==> src/mmctl_pkg.sv <==
// ======================================================================
// Field widths fix the largest job at a < 65536, m < 256 and n < 256
// ======================================================================
`default_nettype none

package mmctl_pkg;

    // ==================================================================
    // Field widths
    // ==================================================================
    localparam int A_W = 16;   // Shared dimension of A and B
    localparam int M_W = 8;    // Columns of B and of the result
    localparam int N_W = 8;    // Columns of A, rows of the result

    // ==================================================================
    // Command and latched dimensions
    // ==================================================================

    // Command word on data_in with a in the top half
    typedef struct packed {
        logic [A_W-1:0] a;     // Bits 31:16
        logic [M_W-1:0] m;     // Bits 15:8
        logic [N_W-1:0] n;     // Bits 7:0
    } dim_cmd_t;

    // Counts of the accepted job
    typedef struct packed {
        logic [A_W-1:0] a;
        logic [M_W-1:0] m;
        logic [N_W-1:0] n;
    } dims_t;

    // ==================================================================
    // Controller phases
    // ==================================================================
    typedef enum logic [2:0] {
        IDLE    = 3'd0,
        ERROR   = 3'd1,        // One cycle, err high
        LOAD_A  = 3'd2,
        LOAD_B  = 3'd3,
        PROCESS = 3'd4,        // Wavefront steps
        SEND    = 3'd5
    } phase_t;

    // ==================================================================
    // Control ports of the buffers and the serializer
    // ==================================================================

    // One buffer port where wr low means a read
    typedef struct packed {
        logic           en;
        logic           wr;
        logic [A_W-1:0] idx_a;   // Index along a
        logic [N_W-1:0] idx_b;   // n index on buffer A, m index on buffer B
    } buf_port_t;

    // Result element picked by the serializer
    typedef struct packed {
        logic           send;
        logic [N_W-1:0] row;     // n index
        logic [M_W-1:0] col;     // m index
    } out_sel_t;

endpackage

`default_nettype wire

==> src/addr_gen.sv <==
// ======================================================================
// Indices show through a whole phase; strobes only follow step
// ======================================================================
`default_nettype none
`timescale 1ns/1ps

module addr_gen (
    input  mmctl_pkg::phase_t         phase,
    input  logic                      step,
    input  logic [mmctl_pkg::A_W-1:0] outer,
    input  logic [mmctl_pkg::A_W-1:0] inner,
    output mmctl_pkg::buf_port_t      buf_a,
    output mmctl_pkg::buf_port_t      buf_b,
    output mmctl_pkg::out_sel_t       out_sel
);
    import mmctl_pkg::*;

    always_comb begin
        buf_a   = '0;
        buf_b   = '0;
        out_sel = '0;
        case (phase)
            LOAD_A: begin
                buf_a.en    = step;
                buf_a.wr    = step;
                buf_a.idx_a = outer;              // a index
                buf_a.idx_b = inner[N_W-1:0];     // n index
            end
            LOAD_B: begin
                buf_b.en    = step;
                buf_b.wr    = step;
                buf_b.idx_a = outer;
                buf_b.idx_b = inner[M_W-1:0];     // m index
            end
            PROCESS: begin
                // Both buffers read at the wavefront step
                buf_a.en    = step;
                buf_a.idx_a = inner;
                buf_b.en    = step;
                buf_b.idx_a = inner;
            end
            SEND: begin
                out_sel.send = step;
                out_sel.row  = outer[N_W-1:0];
                out_sel.col  = inner[M_W-1:0];    // m fastest
            end
            default: ;
        endcase
    end

endmodule

`default_nettype wire

==> src/dim_check.sv <==
// ======================================================================
// Maximums must fit their fields; dims keeps the last legal command
// ======================================================================
`default_nettype none
`timescale 1ns/1ps

module dim_check #(
    parameter int A_MAX = 60000,
    parameter int M_MAX = 255,
    parameter int N_MAX = 255
) (
    input  logic                clk,
    input  logic                rst,
    input  mmctl_pkg::dim_cmd_t cmd,
    input  logic                capture,
    output logic                cmd_ok,
    output mmctl_pkg::dims_t    dims
);
    import mmctl_pkg::*;

    logic a_ok;
    logic m_ok;
    logic n_ok;

    // Each field in 1..MAX
    assign a_ok = (cmd.a != '0) && (int'(cmd.a) <= A_MAX);
    assign m_ok = (cmd.m != '0) && (int'(cmd.m) <= M_MAX);
    assign n_ok = (cmd.n != '0) && (int'(cmd.n) <= N_MAX);

    assign cmd_ok = a_ok && m_ok && n_ok;   // Same word as capture

    always_ff @(posedge clk) begin
        if (rst) begin
            dims <= '0;
        end else if (capture && cmd_ok) begin
            dims.a <= cmd.a;
            dims.m <= cmd.m;
            dims.n <= cmd.n;
        end
    end

endmodule

`default_nettype wire

==> src/mm_controller.sv <==
// ======================================================================
// Maximums must be nonzero and fit the a, m and n fields
// ======================================================================
`default_nettype none
`timescale 1ns/1ps

module mm_controller #(
    parameter int A_MAX = 60000,
    parameter int M_MAX = 255,
    parameter int N_MAX = 255
) (
    input  logic                 clk,
    input  logic                 rst,
    input  logic                 enable,
    input  logic                 valid,
    input  mmctl_pkg::dim_cmd_t  data_in,
    output logic                 err,
    output logic                 ready,
    output logic                 done,
    output mmctl_pkg::buf_port_t buf_a,
    output mmctl_pkg::buf_port_t buf_b,
    output mmctl_pkg::out_sel_t  out_sel
);
    import mmctl_pkg::*;

    logic           capture;
    logic           cmd_ok;
    dims_t          dims;
    logic           cnt_load;
    logic           cnt_step;
    logic           cnt_last;
    logic [A_W-1:0] outer_last;
    logic [A_W-1:0] inner_last;
    logic [A_W-1:0] outer;
    logic [A_W-1:0] inner;
    phase_t         phase;

    dim_check #(
        .A_MAX (A_MAX),
        .M_MAX (M_MAX),
        .N_MAX (N_MAX)
    ) u_dim_check (
        .clk     (clk),
        .rst     (rst),
        .cmd     (data_in),
        .capture (capture),
        .cmd_ok  (cmd_ok),
        .dims    (dims)
    );

    mmctl_fsm u_fsm (
        .clk        (clk),
        .rst        (rst),
        .enable     (enable),
        .valid      (valid),
        .cmd_ok     (cmd_ok),
        .dims       (dims),
        .cnt_last   (cnt_last),
        .capture    (capture),
        .cnt_load   (cnt_load),
        .cnt_step   (cnt_step),
        .outer_last (outer_last),
        .inner_last (inner_last),
        .phase      (phase),
        .err        (err),
        .ready      (ready),
        .done       (done)
    );

    nested_counter u_counter (
        .clk        (clk),
        .rst        (rst),
        .load       (cnt_load),
        .outer_last (outer_last),
        .inner_last (inner_last),
        .step       (cnt_step),
        .outer      (outer),
        .inner      (inner),
        .last       (cnt_last)
    );

    addr_gen u_addr_gen (
        .phase   (phase),
        .step    (cnt_step),
        .outer   (outer),
        .inner   (inner),
        .buf_a   (buf_a),
        .buf_b   (buf_b),
        .out_sel (out_sel)
    );

endmodule

`default_nettype wire

==> src/mmctl_fsm.sv <==
// ======================================================================
// Load and send hold on a low enable or valid; process ignores enable
// ======================================================================
`default_nettype none
`timescale 1ns/1ps

module mmctl_fsm (
    input  logic                      clk,
    input  logic                      rst,
    input  logic                      enable,
    input  logic                      valid,
    input  logic                      cmd_ok,
    input  mmctl_pkg::dims_t          dims,
    input  logic                      cnt_last,
    output logic                      capture,
    output logic                      cnt_load,
    output logic                      cnt_step,
    output logic [mmctl_pkg::A_W-1:0] outer_last,
    output logic [mmctl_pkg::A_W-1:0] inner_last,
    output mmctl_pkg::phase_t         phase,
    output logic                      err,
    output logic                      ready,
    output logic                      done
);
    import mmctl_pkg::*;

    phase_t phase_q;
    phase_t phase_n;
    logic   entry_q;    // First cycle of a phase
    logic   done_q;
    logic   accept;     // One element moves this cycle

    // Dimensions widened to counter width
    logic [A_W-1:0] a_cnt;
    logic [A_W-1:0] m_cnt;
    logic [A_W-1:0] n_cnt;

    assign a_cnt  = dims.a;
    assign m_cnt  = A_W'(dims.m);
    assign n_cnt  = A_W'(dims.n);
    assign accept = enable && valid;

    // ==================================================================
    // Counter limits for the current phase
    // ==================================================================
    always_comb begin
        outer_last = '0;
        inner_last = '0;
        case (phase_q)
            LOAD_A: begin
                outer_last = a_cnt - A_W'(1);
                inner_last = n_cnt - A_W'(1);
            end
            LOAD_B: begin
                outer_last = a_cnt - A_W'(1);
                inner_last = m_cnt - A_W'(1);
            end
            PROCESS: begin
                inner_last = a_cnt + m_cnt + n_cnt - A_W'(3);   // a+m+n-2 steps
            end
            SEND: begin
                outer_last = n_cnt - A_W'(1);
                inner_last = m_cnt - A_W'(1);
            end
            default: ;
        endcase
    end

    // ==================================================================
    // Step and next phase
    // ==================================================================
    always_comb begin
        case (phase_q)
            LOAD_A, LOAD_B: cnt_step = accept;
            PROCESS:        cnt_step = 1'b1;
            SEND:           cnt_step = enable;
            default:        cnt_step = 1'b0;
        endcase
    end

    assign capture = (phase_q == IDLE) && accept;

    always_comb begin
        phase_n = phase_q;
        case (phase_q)
            IDLE: begin
                if (capture) begin
                    phase_n = cmd_ok ? LOAD_A : ERROR;
                end
            end
            ERROR: phase_n = IDLE;
            LOAD_A: begin
                if (cnt_step && cnt_last) begin
                    phase_n = LOAD_B;
                end
            end
            LOAD_B: begin
                if (cnt_step && cnt_last) begin
                    phase_n = PROCESS;
                end
            end
            PROCESS: begin
                if (cnt_last) begin
                    phase_n = SEND;
                end
            end
            SEND: begin
                if (cnt_step && cnt_last) begin
                    phase_n = IDLE;
                end
            end
            default: phase_n = IDLE;
        endcase
    end

    always_ff @(posedge clk) begin
        if (rst) begin
            phase_q <= IDLE;
            entry_q <= 1'b0;
            done_q  <= 1'b0;
        end else begin
            phase_q <= phase_n;
            entry_q <= (phase_n != phase_q);
            done_q  <= (phase_q == SEND) && cnt_step && cnt_last;  // Pulse after last send
        end
    end

    assign cnt_load = entry_q;   // Restart counter on phase entry
    assign phase    = phase_q;
    assign err      = (phase_q == ERROR);
    assign ready    = (phase_q == IDLE) || (phase_q == LOAD_A) || (phase_q == LOAD_B);
    assign done     = done_q;

endmodule

`default_nettype wire

==> src/nested_counter.sv <==
// ======================================================================
// A load acts in its own cycle with zero indices and the new limits
// ======================================================================
`default_nettype none
`timescale 1ns/1ps

module nested_counter (
    input  logic                      clk,
    input  logic                      rst,
    input  logic                      load,
    input  logic [mmctl_pkg::A_W-1:0] outer_last,
    input  logic [mmctl_pkg::A_W-1:0] inner_last,
    input  logic                      step,
    output logic [mmctl_pkg::A_W-1:0] outer,
    output logic [mmctl_pkg::A_W-1:0] inner,
    output logic                      last
);
    import mmctl_pkg::*;

    logic [A_W-1:0] outer_q;
    logic [A_W-1:0] inner_q;
    logic [A_W-1:0] olim_q;     // Stored limits
    logic [A_W-1:0] ilim_q;

    // Position and limits seen in this cycle
    logic [A_W-1:0] outer_eff;
    logic [A_W-1:0] inner_eff;
    logic [A_W-1:0] olim_eff;
    logic [A_W-1:0] ilim_eff;
    logic           inner_wrap;
    logic           outer_wrap;

    always_comb begin
        outer_eff = load ? '0 : outer_q;
        inner_eff = load ? '0 : inner_q;
        olim_eff  = load ? outer_last : olim_q;
        ilim_eff  = load ? inner_last : ilim_q;
    end

    assign inner_wrap = (inner_eff == ilim_eff);
    assign outer_wrap = (outer_eff == olim_eff);
    assign last       = inner_wrap && outer_wrap;   // Final position of the phase

    assign outer = outer_eff;
    assign inner = inner_eff;

    // ==================================================================
    // Index update, inner runs fastest
    // ==================================================================
    always_ff @(posedge clk) begin
        if (rst) begin
            outer_q <= '0;
            inner_q <= '0;
            olim_q  <= '0;
            ilim_q  <= '0;
        end else begin
            if (load) begin
                olim_q <= outer_last;
                ilim_q <= inner_last;
            end
            if (step && inner_wrap) begin
                inner_q <= '0;
                outer_q <= outer_wrap ? '0 : outer_eff + A_W'(1);  // Back to 0,0 at the end
            end else if (step) begin
                inner_q <= inner_eff + A_W'(1);
                outer_q <= outer_eff;
            end else begin
                inner_q <= inner_eff;   // Hold
                outer_q <= outer_eff;
            end
        end
    end

endmodule

`default_nettype wire

==> config.mk <==
export PLATFORM = sky130hd
export DESIGN_NAME = mm_controller
export DESIGN_NICKNAME = d
export VERILOG_FILES = /design/src/mmctl_pkg.sv /design/src/addr_gen.sv /design/src/dim_check.sv /design/src/mm_controller.sv /design/src/mmctl_fsm.sv /design/src/nested_counter.sv
export SDC_FILE = /design/constraint.sdc
export NUM_CORES = 1
export LEC_CHECK = 0
export BUFFER_PORTS_ARGS = -buffer_cell sky130_fd_sc_hd__buf_2
export CORE_ASPECT_RATIO = 2
export CORE_MARGIN = 2
export CORE_UTILIZATION = 50
export CTS_CLUSTER_SIZE = 24
export DETAILED_ROUTE_END_ITERATION = 6
export PLACE_DENSITY = 0.73
export SYNTH_ARGS = -nofsm -noshare
export SYNTH_HDL_FRONTEND = slang
export SYNTH_HIERARCHICAL = 1
export SYNTH_SLANG_ARGS = --single-unit
==> constraint.sdc <==
create_clock -name clk -period 4.3 [get_ports clk]
set_input_delay 0 -clock clk [delete_from_list [all_inputs] [get_ports clk]]
set_output_delay 0 -clock clk [all_outputs]
set_load 0.05 [all_outputs]
==> flow_metrics.tcl <==
set metrics [dict create \
    status "finished clean" \
    clock.fmax_ghz 0.246 \
    slew_viol_final 0 \
    synth_area_leaders "dfxtp_1 (25%), mux2i_1 (8.2%), nand2b_1 (7.1%)" \
    areaGrowthSynthToFinish_pct 18.5 \
    numCtsBuffers 9 \
    endpoint_kind "register" \
    path_delay_family "adder cells" \
    relSlewSlack 0.358 \
    worstPathCellList "inv_2, fa_2, inv_1, ha_1, ha_2, fa_2, a21oi_2, o221ai_2, a21oi_2, o21bai_1, xnor2_1, o21ai_1, o32ai_1, and4_4, nand2_2, nor2_4, buf_6, a21boi_0, o22ai_1, nand2b_1, a21oi_1" \
    avgViaCountPerCell 5.73 \
    finalPower_w 0.00269 \
    grt_pass1_wl_mm 36.2 \
    irDropWorstVdd_mv 0.227 \
    cts_max_path_buffers 2 \
    crit_slowest_cell "fa_2" \
    netlist_area_um2 8230 \
    n_fill_cell 1515 \
    clkLatencyLatePin_ns 0.35 \
    pwr-share-seq 0.372 \
    finalWeightedCongestion 0.924 \
    synth_warnings 6 \
    cts_max_level 3 \
    coreArea_um2 16200 \
    fp-row-count 66 \
    p_sw_frac 0.341 \
    setup_viol 0 \
    p_leak_nw 4.11 \
    io_pins 108 \
    die_y_um 185 \
    worstHoldPathCells 3 \
    setup.worst_path.class "register to register" \
    overflow 0 \
    cp-start-kind "register" \
    design.die.area_um2 17600 \
    start_util 0.508 \
    yosysSeqAreaShare 0.246 \
    arrival_ns 4.34 \
    antenna_cells 0 \
    p_per_area_nw_per_um2 276 \
    path_buf_inv 3 \
    hpwl_mm 17.5 \
    die-width_um 94.7 \
    tritoncts "built" \
    synth_cell_type_count 69 \
    cp.required_ns 4.57 \
    synth_top_area_share 0.246 \
    tightest_slew_ns 0.963 \
    grt_pass1_vias 7388 \
    synth_seq_cells 101 \
    grt_max_degree 69 \
    hold_slack_ns 0.00861 \
    syn_nets 1090 \
    hold_viol_final 0 \
    drive_gt1_frac 0.207 \
    synth_edf_count 0 \
    post-route-min-period_ns 4.07 \
    crit_fanout 7 \
    p_sw_w 0.000917 \
    async_flop_share 0 \
    synthFlopType "dfxtp_1" \
    fin_crit_sh 0.947 \
    fin_nets 1221 \
    clock_sinks 101 \
    final_cell_mix "buf_2 (107), dfxtp_1 (94), nand2b_1 (92), nor2_1 (84), mux2i_1 (67)" \
    wl_per_cell_um 17.2 \
    drv_cap 0 \
    cts-root-buf "clkbuf_16" \
    dr.pass1.iters 4 \
    crit_cells 21 \
    clkPwrFrac 0.294 \
    ff2ff_setup_slack_ns 0.23 \
    fin_skew_ns 0.0113 \
    syn_avg_cell_area_um2 8.19 \
    power_frac_comb 0.334 \
    max_stage_delay_ns 0.55 \
    internal_power_w 0.00177 \
    yosysTopAreaCell "dfxtp_1" \
    antenna_found_initial 0 \
    via_count 7701 \
    cts.clk_slew.worst_paths_ns 0.08 \
    antenna_left 0 \
    track_usage 0.263 \
    min_path_type "input pin to register" \
    routed_wl_mm 23.1 \
    final_common_cell "buf_2" \
    synth_cells 1005 \
    place.port_buffers 107 \
    r2r_cells 21 \
    drc_errors 0 \
    drt_iter0_drc 348 \
]
## Yosys cell counts (20+ instances only)
| master | number |
|---|---|
| a21oi_1 | 41 |
| clkbuf_1 | 25 |
| dfxtp_1 | 101 |
| ha_1 | 41 |
| inv_1 | 63 |
| mux2i_1 | 67 |
| nand2_1 | 64 |
| nand2b_1 | 93 |
| nand3_1 | 20 |
| nor2_1 | 87 |
| nor2b_1 | 35 |
| o21ai_0 | 34 |
| o22ai_1 | 22 |
| o22ai_2 | 31 |
| xnor2_1 | 46 |
| xor2_1 | 40 |
## tightest hold or removal path: stages
cell	delay [ns]
buf_2	0.11
a32oi_1	0.10
a21oi_1	0.11
## power groups by stage
stage / combinational [W] / clock, W / sequential (W)
2_1_floorplan: 0.000595 / 0 / 0.00100
3_3_place_gp: 0.000775 / 0 / 0.00102
3_5_place_dp: 0.000786 / 0 / 0.00102
4_1_cts: 0.000819 / 0.000802 / 0.000999
5_1_grt: 0.000979 / 0.000845 / 0.00101
6_report: 0.000899 / 0.000789 / 0.00100
## metal layers
layer | share of wire | vias up | GRT usage
met5 | 0 | - | 0
met4 | 0.085 | 0 | 0.179
met3 | 0.043 | 100 | 0.0317
met2 | 0.52 | 261 | 0.489
met1 | 0.35 | 3596 | 0.263
li1 | - | 3744 | -
## final cells by class
class	count	area, µm²	area share
multi-input combinational	787	5800	0.594
sequential	101	2030	0.208
tap	204	255	0.0262
clock inverter	6	55.1	0.00565
inverter	63	236	0.0242
clock buffer	10	229	0.0235
timing repair buffer	174	1150	0.118
## cell families (layout without fill, tap and decap cells)
| family | count (synthesis) | in the layout | share of synthesized area |
|---|---|---|---|
| simple gates | 419 | 419 | 0.284 |
| flops | 101 | 101 | 0.246 |
| buf+inv | 117 | 253 | 0.0666 |
| fa+ha+maj | 49 | 49 | 0.0818 |
| compound gates | 166 | 166 | 0.149 |
| xor+xnor | 86 | 86 | 0.0915 |
| mux | 67 | 67 | 0.0815 |
## flip-flops by register name, summed over array words and instances (netlist names)
signal             cells
u_fsm/done             1
u_counter/outer_q     16
u_fsm/cnt_load         1
u_dim_check/dims      32
u_counter/inner_q     16
u_counter/ilim_q      16
u_counter/olim_q      16
u_fsm/phase            3
## per-stage QoR
step / TNS, ns / setup WS [ns] / instance area, µm² / instances / utilization
after floorplan: 0 / 0.230 / 8230 / 1005 / -
final: 0 / 0.228 / 9750 / 1345 / 0.603
after detailed placement: -0.215 / -0.0558 / 8960 / 1291 / 0.553
after CTS: 0 / 0.00450 / 9570 / 1339 / 0.591
after global routing: -0.0642 / -0.0282 / 9750 / 1345 / 0.603
after global placement: 0 / 0.0527 / 8960 / 1291 / 0.553
## path summary, 6_finish.rpt
kind	from	end
hold / removal	valid	u_fsm/cnt_load
hold reg to reg	u_dim_check/dims[30]	u_dim_check/dims[30]
setup reg to reg	u_dim_check/dims[1]	u_fsm/cnt_load
setup / recovery	u_dim_check/dims[1]	u_fsm/cnt_load
## what timing repair did
action,CTS,global route
cloned,0,0
setup buffers,0,6
endpoints found under the setup margin,17,34
pin swaps,0,23
hold buffers,32,0
gates resized for setup,2,45
endpoints found under the hold margin,32,0
(Power assumes the default switching activity.)
